[src/hw/scene_cfg.svh]
`ifndef SCENE_CFG_SVH
`define SCENE_CFG_SVH

// Beam extent
`define SCREEN_W 640
`define SCREEN_H 480

// Fixed character window on screen
`define SPRITE_X0 311
`define SPRITE_X1 329
`define SPRITE_Y0 340
`define SPRITE_Y1 368

// Sprite sheet, 12 frames in one row
`define SPRITE_W 19
`define SHEET_W 228

// Map in cells of 4x4 screen pixels
`define MAP_W 320
`define MAP_H 240
`define MAP_CELL 4

`define TITLE_W 320
`define TITLE_SCALE 2

`define CAM_X_MIN (-311)
`define CAM_X_MAX 951
`define CAM_Y_MIN (-340)
`define CAM_Y_MAX 594
`define CAM_START_X 100
`define CAM_START_Y 100

`define ENTER_KEY 8'h2C
`define STEP_DELAY 8

`define ADDR_W 19
`define IDX_W 4

`endif

[src/hw/scenePalette.mem]
// One 24-bit RGB value per line (red, green, blue), palette index 0 to 15
1A1C2C
5D275D
B13E53
EF7D57
FFCD75
A7F070
38B764
257179
29366F
3B5DC9
41A6F6
73EFF7
F4F4F4
94B0C2
566C86
333C57

[src/hw/spritePalette.mem]
// One 24-bit RGB value per line (red, green, blue), palette index 0 to 15
000000
FF0040
131313
1B1B1B
272727
3D3D3D
5D5D5D
858585
B4B4B4
FFFFFF
C7CFDD
92A1B9
657392
424C6E
2A2F4E
F9C22B

[src/hw/scenePkg.sv]
`default_nettype none

package scenePkg;

	typedef enum logic {
		title,
		overworld
	} gameStateT;

	typedef enum logic [1:0] {
		up    = 2'd0,
		right = 2'd1,
		down  = 2'd2,
		left  = 2'd3
	} dirT;

	// Walk cycle order
	typedef enum logic [1:0] {
		rest1,
		move1,
		rest2,
		move2
	} stepPhaseT;

	typedef struct packed {
		dirT facing;
		stepPhaseT phase;
	} walkStateT;

	// Top-left corner of the view in screen pixels
	typedef struct packed {
		logic signed [12:0] x;
		logic signed [12:0] y;
	} camPosT;

	typedef struct packed {
		logic displayEnable;
		logic inMap;
		logic spriteHere;
	} pixelTagT;

	typedef struct packed {
		logic [7:0] red;
		logic [7:0] green;
		logic [7:0] blue;
	} rgbT;

endpackage

`default_nettype wire

[src/hw/colorMixer.sv]
`timescale 1ns/1ps
`default_nettype none

`include "scene_cfg.svh"

module colorMixer
	import scenePkg::*;
(
	input wire logic Clk,
	input wire logic rst,
	input wire gameStateT gameState,
	input wire pixelTagT tag,
	input wire logic [`IDX_W-1:0] titleIndex,
	input wire logic [`IDX_W-1:0] mapIndex,
	input wire logic [`IDX_W-1:0] spriteIndex,
	output rgbT pixel
);

	rgbT spritePalette [2**`IDX_W];
	rgbT scenePalette [2**`IDX_W];
	pixelTagT tagQ;

	initial begin
		$readmemh("/design/src/hw/spritePalette.mem", spritePalette);
		$readmemh("/design/src/hw/scenePalette.mem", scenePalette);
	end

	// Tag lines up with the indices coming back from the image memories
	always_ff @(posedge Clk) begin
		if (rst) begin
			tagQ <= '0;
			pixel <= '0;
		end else begin
			tagQ <= tag;
			if (!tagQ.displayEnable) begin
				pixel <= '0;
			end else if (gameState == title) begin
				pixel <= scenePalette[titleIndex];
			end else if (!tagQ.inMap) begin
				pixel <= '0;
			end else if (tagQ.spriteHere && spriteIndex != '0) begin
				// Index 0 is transparent
				pixel <= spritePalette[spriteIndex];
			end else begin
				pixel <= scenePalette[mapIndex];
			end
		end
	end

endmodule

`default_nettype wire

[src/hw/gameFlow.sv]
`timescale 1ns/1ps
`default_nettype none

`include "scene_cfg.svh"

module gameFlow
	import scenePkg::*;
(
	input wire logic Clk,
	input wire logic rst,
	input wire logic frameTick,
	input wire logic [7:0] keycode,
	output gameStateT gameState,
	output logic enterWorld
);

	logic startGame;

	// Key is only sampled on a frame tick from the title screen
	assign startGame = frameTick && (gameState == title) && (keycode == `ENTER_KEY);

	always_ff @(posedge Clk) begin
		if (rst) begin
			gameState <= title;
			enterWorld <= 1'b0;
		end else begin
			enterWorld <= startGame;
			if (startGame) begin
				gameState <= overworld;
			end
		end
	end

endmodule

`default_nettype wire

[src/hw/pixelAddressGen.sv]
`timescale 1ns/1ps
`default_nettype none

`include "scene_cfg.svh"

module pixelAddressGen
	import scenePkg::*;
(
	input wire logic [10:0] drawX,
	input wire logic [10:0] drawY,
	input wire logic displayEnable,
	input wire walkStateT walk,
	input wire camPosT cam,
	output logic [`ADDR_W-1:0] titleAddr,
	output logic [`ADDR_W-1:0] mapAddr,
	output logic [`ADDR_W-1:0] spriteAddr,
	output pixelTagT tag
);

	logic signed [13:0] worldX;
	logic signed [13:0] worldY;
	logic [12:0] cellX;
	logic [12:0] cellY;
	logic worldNeg;
	logic spriteHere;
	logic [10:0] spriteRow;
	logic [10:0] spriteCol;
	logic [3:0] frameBase;
	logic [3:0] frame;

	assign titleAddr = `ADDR_W'((drawY / `TITLE_SCALE) * `TITLE_W + drawX / `TITLE_SCALE);

	assign worldX = $signed({3'b000, drawX}) + 14'(cam.x);
	assign worldY = $signed({3'b000, drawY}) + 14'(cam.y);
	assign worldNeg = worldX[13] || worldY[13];
	assign cellX = worldX[12:0] >> $clog2(`MAP_CELL);
	assign cellY = worldY[12:0] >> $clog2(`MAP_CELL);

	assign mapAddr = worldNeg ? '0 : `ADDR_W'(cellY * `MAP_W + cellX);

	assign spriteHere = (drawX >= `SPRITE_X0) && (drawX <= `SPRITE_X1) &&
		(drawY >= `SPRITE_Y0) && (drawY <= `SPRITE_Y1);
	assign spriteRow = drawY - 11'(`SPRITE_Y0);
	assign spriteCol = drawX - 11'(`SPRITE_X0);

	// First frame of each facing in the sheet, order is move1, rest, move2
	always_comb begin
		unique case (walk.facing)
			down: frameBase = 4'd0;
			left: frameBase = 4'd3;
			up: frameBase = 4'd6;
			right: frameBase = 4'd9;
		endcase
		unique case (walk.phase)
			move1: frame = frameBase;
			move2: frame = frameBase + 4'd2;
			default: frame = frameBase + 4'd1;
		endcase
	end

	assign spriteAddr = spriteHere ?
		`ADDR_W'(spriteRow * `SHEET_W + spriteCol + `SPRITE_W * frame) : '0;

	assign tag.displayEnable = displayEnable;
	assign tag.inMap = !worldNeg && (cellX < `MAP_W) && (cellY < `MAP_H);
	assign tag.spriteHere = spriteHere;

endmodule

`default_nettype wire

[src/hw/sceneRenderer.sv]
`timescale 1ns/1ps
`default_nettype none

`include "scene_cfg.svh"

module sceneRenderer
	import scenePkg::*;
(
	input wire logic Clk,
	input wire logic rst,
	input wire logic frameTick,
	input wire logic [7:0] keycode,
	input wire logic moving,
	input wire dirT direction,
	input wire logic [10:0] drawX,
	input wire logic [10:0] drawY,
	input wire logic displayEnable,
	input wire logic [`IDX_W-1:0] titleIndex,
	input wire logic [`IDX_W-1:0] mapIndex,
	input wire logic [`IDX_W-1:0] spriteIndex,
	output logic [`ADDR_W-1:0] titleAddr,
	output logic [`ADDR_W-1:0] mapAddr,
	output logic [`ADDR_W-1:0] spriteAddr,
	output rgbT pixel
);

	gameStateT gameState;
	logic enterWorld;
	walkStateT walk;
	camPosT cam;
	pixelTagT tag;

	gameFlow gameFlow_i (
		.Clk(Clk),
		.rst(rst),
		.frameTick(frameTick),
		.keycode(keycode),
		.gameState(gameState),
		.enterWorld(enterWorld)
	);

	walkAnimator walkAnimator_i (
		.Clk(Clk),
		.rst(rst),
		.frameTick(frameTick),
		.moving(moving),
		.enterWorld(enterWorld),
		.gameState(gameState),
		.direction(direction),
		.walk(walk),
		.cam(cam)
	);

	pixelAddressGen pixelAddressGen_i (
		.drawX(drawX),
		.drawY(drawY),
		.displayEnable(displayEnable),
		.walk(walk),
		.cam(cam),
		.titleAddr(titleAddr),
		.mapAddr(mapAddr),
		.spriteAddr(spriteAddr),
		.tag(tag)
	);

	colorMixer colorMixer_i (
		.Clk(Clk),
		.rst(rst),
		.gameState(gameState),
		.tag(tag),
		.titleIndex(titleIndex),
		.mapIndex(mapIndex),
		.spriteIndex(spriteIndex),
		.pixel(pixel)
	);

endmodule

`default_nettype wire

[src/hw/walkAnimator.sv]
`timescale 1ns/1ps
`default_nettype none

`include "scene_cfg.svh"

module walkAnimator
	import scenePkg::*;
(
	input wire logic Clk,
	input wire logic rst,
	input wire logic frameTick,
	input wire logic moving,
	input wire logic enterWorld,
	input wire gameStateT gameState,
	input wire dirT direction,
	output walkStateT walk,
	output camPosT cam
);

	localparam int delayBits = $clog2(`STEP_DELAY);
	localparam logic [delayBits-1:0] delayLast = delayBits'(`STEP_DELAY - 1);
	localparam logic signed [12:0] camXMin = 13'(`CAM_X_MIN);
	localparam logic signed [12:0] camXMax = 13'(`CAM_X_MAX);
	localparam logic signed [12:0] camYMin = 13'(`CAM_Y_MIN);
	localparam logic signed [12:0] camYMax = 13'(`CAM_Y_MAX);
	localparam logic signed [12:0] camStartX = 13'(`CAM_START_X);
	localparam logic signed [12:0] camStartY = 13'(`CAM_START_Y);

	logic [delayBits-1:0] stepDelay;
	logic walkTick;

	assign walkTick = frameTick && (gameState == overworld);

	always_ff @(posedge Clk) begin
		if (rst) begin
			walk.facing <= up;
			walk.phase <= rest1;
			stepDelay <= '0;
			cam.x <= camStartX;
			cam.y <= camStartY;
		end else if (enterWorld) begin
			cam.x <= camStartX;
			cam.y <= camStartY;
		end else if (walkTick) begin
			if (!moving) begin
				walk.phase <= rest1;
			end else if (direction != walk.facing) begin
				// Turn in place
				walk.facing <= direction;
				walk.phase <= rest1;
			end else begin
				if (stepDelay == '0) begin
					walk.phase <= stepPhaseT'(walk.phase + 2'd1);
				end
				stepDelay <= (stepDelay == delayLast) ? '0 : stepDelay + 1'b1;

				// Camera scroll, clamped at the world edges
				unique case (direction)
					up: begin
						if (cam.y > camYMin) begin
							cam.y <= cam.y - 13'sd1;
						end
					end
					down: begin
						if (cam.y <= camYMax) begin
							cam.y <= cam.y + 13'sd1;
						end
					end
					right: begin
						if (cam.x <= camXMax) begin
							cam.x <= cam.x + 13'sd1;
						end
					end
					left: begin
						if (cam.x > camXMin) begin
							cam.x <= cam.x - 13'sd1;
						end
					end
				endcase
			end
		end
	end

endmodule

`default_nettype wire

[config.mk]
export PLATFORM = sky130hd
export DESIGN_NAME = sceneRenderer
export DESIGN_NICKNAME = d
export VERILOG_FILES = /design/src/hw/scenePkg.sv /design/src/hw/colorMixer.sv /design/src/hw/gameFlow.sv /design/src/hw/pixelAddressGen.sv /design/src/hw/sceneRenderer.sv /design/src/hw/walkAnimator.sv
export VERILOG_INCLUDE_DIRS = /design/src /design/src/hw
export SDC_FILE = /design/constraint.sdc
export NUM_CORES = 1
export LEC_CHECK = 0
export BUFFER_PORTS_ARGS = -buffer_cell sky130_fd_sc_hd__buf_2
export CAP_MARGIN = 20
export CORE_UTILIZATION = 46
export DETAILED_ROUTE_END_ITERATION = 16
export MAX_ROUTING_LAYER = met4
export PLACE_DENSITY = 0.65
export SETUP_SLACK_MARGIN = 0.4
export SYNTH_ARGS = -nofsm -noshare
export SYNTH_HDL_FRONTEND = slang
export SYNTH_SLANG_ARGS = --single-unit
[constraint.sdc]
create_clock -name Clk -period 5.7 [get_ports Clk]
set_input_delay 0.285 -clock Clk [delete_from_list [all_inputs] [get_ports Clk]]
set_output_delay 0.285 -clock Clk [all_outputs]
set_load 0.03 [all_outputs]
==> run summary <==
GLOBAL ROUTE
--------------------------------------------------------------------------------------------------------
Busiest layer in global routing ...........................................................         met2
Met1 usage ................................................................................        26.1%
First-pass GRT wire length ................................................................ 29400 microns
Overflow after GRT ........................................................................            0
Antenna violations before repair ..........................................................            0
Met2 Resource Use GR ......................................................................        34.7%
GRT Resource Usage Total ..................................................................        20.3%
Met3 global-route usage ...................................................................        1.01%
Vias in the first global route ............................................................         6453
Maximum number of pins on one net before global-route repair ..............................           20

CRITICAL PATH
--------------------------------------------------------------------------------------------------------
Data arrival time of the critical path ....................................................      4.81 ns
Launching element type of the critical path ............................................... primary input
Data required time at the worst endpoint ..................................................      5.41 ns
Crit path top cell by count ............................................................... sky130_fd_sc_hd__ha_1
Critical path class .......................................................................    in -> out
Worst-path maximum fanout .................................................................            4
CP peak stage delay .......................................................................      0.47 ns
Worst path slowest cell ................................................................... sky130_fd_sc_hd__fa_1
Kind of end point of the critical path .................................................... primary output
Ordered cell list for the critical path ................................................... buf_4, inv_4, ha_4, nor2b_4, nor2_4, xnor2_2, buf_4, buf_4, ha_1, fa_1, ha_1, ha_1, xnor2_1, ha_1, ha_1, nor2b_2, or3_1, o22a_1, and3b_1, xnor2_1, nor2b_4, buf_6

FINISH
--------------------------------------------------------------------------------------------------------
Total area of multi-input combinational cells .............................................   7140 sq um
Post-Layout Cell Count ....................................................................         1336
Leading cell type in the layout, fill and taps excluded ................................... sky130_fd_sc_hd__ha_1
Top library cells by usage in the layout, fill and taps aside ............................. 162 x sky130_fd_sc_hd__ha_1, 98 x sky130_fd_sc_hd__nor2_1, 89 x sky130_fd_sc_hd__inv_1, 86 x sky130_fd_sc_hd__buf_2, 71 x sky130_fd_sc_hd__xnor2_1
Post-layout utilization of the core .......................................................        53.5%
Layout Area Growth over Synthesis .........................................................        13.9%
Final nets ................................................................................         1356
Sequential standard cell area .............................................................    709 sq um
Fillers ...................................................................................         1700
Fraction of final layout cells with drive strength greater than 1 .........................        17.2%
Antenna diode instance count ..............................................................            0
Post-route cell area ......................................................................   9260 sq um

RUN STATUS
--------------------------------------------------------------------------------------------------------
Result of the run ......................................................................... complete, no violations

SYNTHESIS
--------------------------------------------------------------------------------------------------------
Share of synthesized area spent on multiplexers ...........................................        1.23%
Post-synth ARST share .....................................................................           0%
#FFs+latches synth ........................................................................           35
Cell variety after synth ..................................................................           80
Fraction of the yosys area taken by sequential cells ......................................        8.62%
Warning count from the yosys run ..........................................................            0
Most used flip-flop cell after synthesis .................................................. sky130_fd_sc_hd__dfxtp_1
Netlist area before placement .............................................................   8130 sq um
Share of synthesized cell area in full adder, half adder and majority cells ...............        32.6%
Mapped Cells ..............................................................................         1012
Largest family of logic cells by synthesized area .........................................  adder cells
Simple-gate share of the synthesized area .................................................        17.1%
Share of the synthesized netlist area taken by xor and xnor gates .........................        12.7%
Count of flip-flops with a built-in enable after synthesis ................................            0
Avg Inst Size Synth .......................................................................   8.04 sq um
Fraction of the mapped netlist area in compound gates .....................................        19.6%

TIMING
--------------------------------------------------------------------------------------------------------
Post-route minimum period .................................................................      5.10 ns
Fin worst setup slack .....................................................................     0.601 ns
Highest clock frequency the design can meet ...............................................      196 MHz
Final hold violation count ................................................................            0
Setup violators final .....................................................................            0
Final-report max-slew violation count .....................................................            0
Slew of the pin with the lowest slew margin ...............................................     0.880 ns
Unrepaired setup endpoints after global routing ...........................................        false
Max Clock Skew ............................................................................   0.00588 ns
Period utilisation layout .................................................................        89.4%
Worst slew slack as a fraction of its limit ...............................................        41.1%
Hold slack final ..........................................................................     0.169 ns
Setup tns final ...........................................................................         0 ns

CLOCK TREE
--------------------------------------------------------------------------------------------------------
Number of clock sinks seen by CTS .........................................................           35
Total clock buffers created by CTS ........................................................            5
Maximum root-to-sink buffer count .........................................................            2
Clock Root Buffer ......................................................................... sky130_fd_sc_hd__clkbuf_16
Post-CTS Hold Buffers .....................................................................            0
Clock tree from TritonCTS .................................................................         done
Post-CTS clock slew at the launch and capture registers of the worst setup and hold paths .      0.06 ns
Clock latency at the later pin of the worst-skew pair .....................................      0.29 ns
H-Tree Depth ..............................................................................            2

POWER AND IR DROP
--------------------------------------------------------------------------------------------------------
Power Density .............................................................................  327 nW/um^2
Peak VDD IR ...............................................................................     0.369 mV
Leakage power .............................................................................      4.56 nW
Total power ...............................................................................      3.03 mW

PLACE
--------------------------------------------------------------------------------------------------------
HPWL after detailed placement ............................................................. 14800 microns
Cell total after placement ................................................................         1319
Count of port buffers added during placement ..............................................           92
Instance area after placement .............................................................   8750 sq um
Final weighted congestion of routability-driven global placement ..........................        0.862
Worst setup slack before clock tree synthesis .............................................    0.0740 ns

DRT
--------------------------------------------------------------------------------------------------------
Remaining number of nets flagged by the antenna check after routing .......................            0
Drt first-iter violations .................................................................          279
Avg Vias per Cell .........................................................................         5.24
Detailed-route wire length per cell ....................................................... 13.5 microns
Pre-Repair DR Iteration Count .............................................................            4
Number of design rule violations left after detail routing ................................            0
Post-detailed-routing wire length ......................................................... 18000 microns
Total via count after detailed routing ....................................................         6997

WORST HOLD PATH
--------------------------------------------------------------------------------------------------------
Path class of the lowest-slack min-delay path .............................................    in -> reg

DIE
--------------------------------------------------------------------------------------------------------
IO Pins ...................................................................................          130
Die Y .....................................................................................  135 microns
Number of placement rows ..................................................................           48
Overall die width .........................................................................  135 microns
Full die area .............................................................................  18200 sq um
Initial standard-cell utilization of the core .............................................        47.0%
Core outline area .........................................................................  17300 sq um

JOB
--------------------------------------------------------------------------------------------------------
Max-cap violation count ...................................................................            0

routing by layer:
layer | share of wire [%] | vias up
met5 | 0 | -
met2 | 47 | 84
met3 | 1.9 | 16
met4 | 1.5 | 0
met1 | 49 | 3216
li1 | - | 3681
cell type report:
type	count	area share, %
clock inverter	3	0.216
sequential	35	7.66
timing repair buffer	109	6.69
tap	225	3.04
inverter	96	3.94
clock buffer	5	1.35
multi-input combinational	863	77.1
sequential cells by signal (all words and copies together), names as in the netlist:
register / cells
walkAnimator_i.stepDelay: 3
gameFlow_i.gameState: 1
walkAnimator_i.cam: 26
walkAnimator_i.walk: 4
gameFlow_i.enterWorld: 1
worst paths after layout:
kind	slack [ns]	cells past startpoint	start	endpoint
worst min-delay path	0.17	2	keycode[7]	gameFlow_i.enterWorld
worst max-delay path	0.60	22	drawY[2]	spriteAddr[17]
worst max register to register	2.84	9	walkAnimator_i.cam[0]	walkAnimator_i.cam[12]
worst min register to register	0.49	1	gameFlow_i.gameState	gameFlow_i.gameState
cell usage after synthesis (24+ instances only):
| library cell | instances | area, sq um |
|---|---|---|
| sky130_fd_sc_hd__buf_4 | 31 | 233 |
| sky130_fd_sc_hd__xnor2_1 | 75 | 657 |
| sky130_fd_sc_hd__nand2_1 | 53 | 199 |
| sky130_fd_sc_hd__xor2_1 | 41 | 359 |
| sky130_fd_sc_hd__dfxtp_1 | 35 | 701 |
| sky130_fd_sc_hd__nor2_1 | 100 | 375 |
| sky130_fd_sc_hd__inv_1 | 96 | 360 |
| sky130_fd_sc_hd__fa_1 | 24 | 480 |
| sky130_fd_sc_hd__a21o_1 | 28 | 210 |
| sky130_fd_sc_hd__a21oi_1 | 75 | 375 |
| sky130_fd_sc_hd__o21ai_0 | 37 | 185 |
| sky130_fd_sc_hd__ha_1 | 173 | 2160 |
kinds of logic (layout without fill, tap and decap cells):
group | after synthesis | after routing
DFF | 35 | 35
muxes | 10 | 10
and+or+nand+nor | 280 | 280
AOI/OAI and AO/OA | 234 | 234
adders and majority gates | 198 | 198
buffers and inverters | 137 | 213
xor gates and xnor gates | 117 | 117
other | 1 | 24
what timing repair did:
| item | CTS | global route |
|---|---|---|
| gates resized for setup | 11 | 53 |
| pin swaps | 3 | 20 |
| buffers inserted | 2 | 7 |
| setup endpoints to repair | 8 | 10 |
critical path: cells and delay by family:
kind                     cells  cell delay (ns)
buffers and inverters        5             0.56
AND/OR/NAND/NOR              6             1.05
XOR/XNOR                     3             0.49
adder cells (fa/ha/maj)      7             2.22
AO/OA/AOI/OAI                1             0.19
power breakdown:
group | leakage, nW | internal [mW] | switching (mW) | total, mW
combinational | 4.21 | 1.12 | 1.40 | 2.51
clock | 0.0658 | 0.161 | 0.113 | 0.274
sequential | 0.283 | 0.244 | 0.0000591 | 0.244
(Power assumes the default switching activity.)
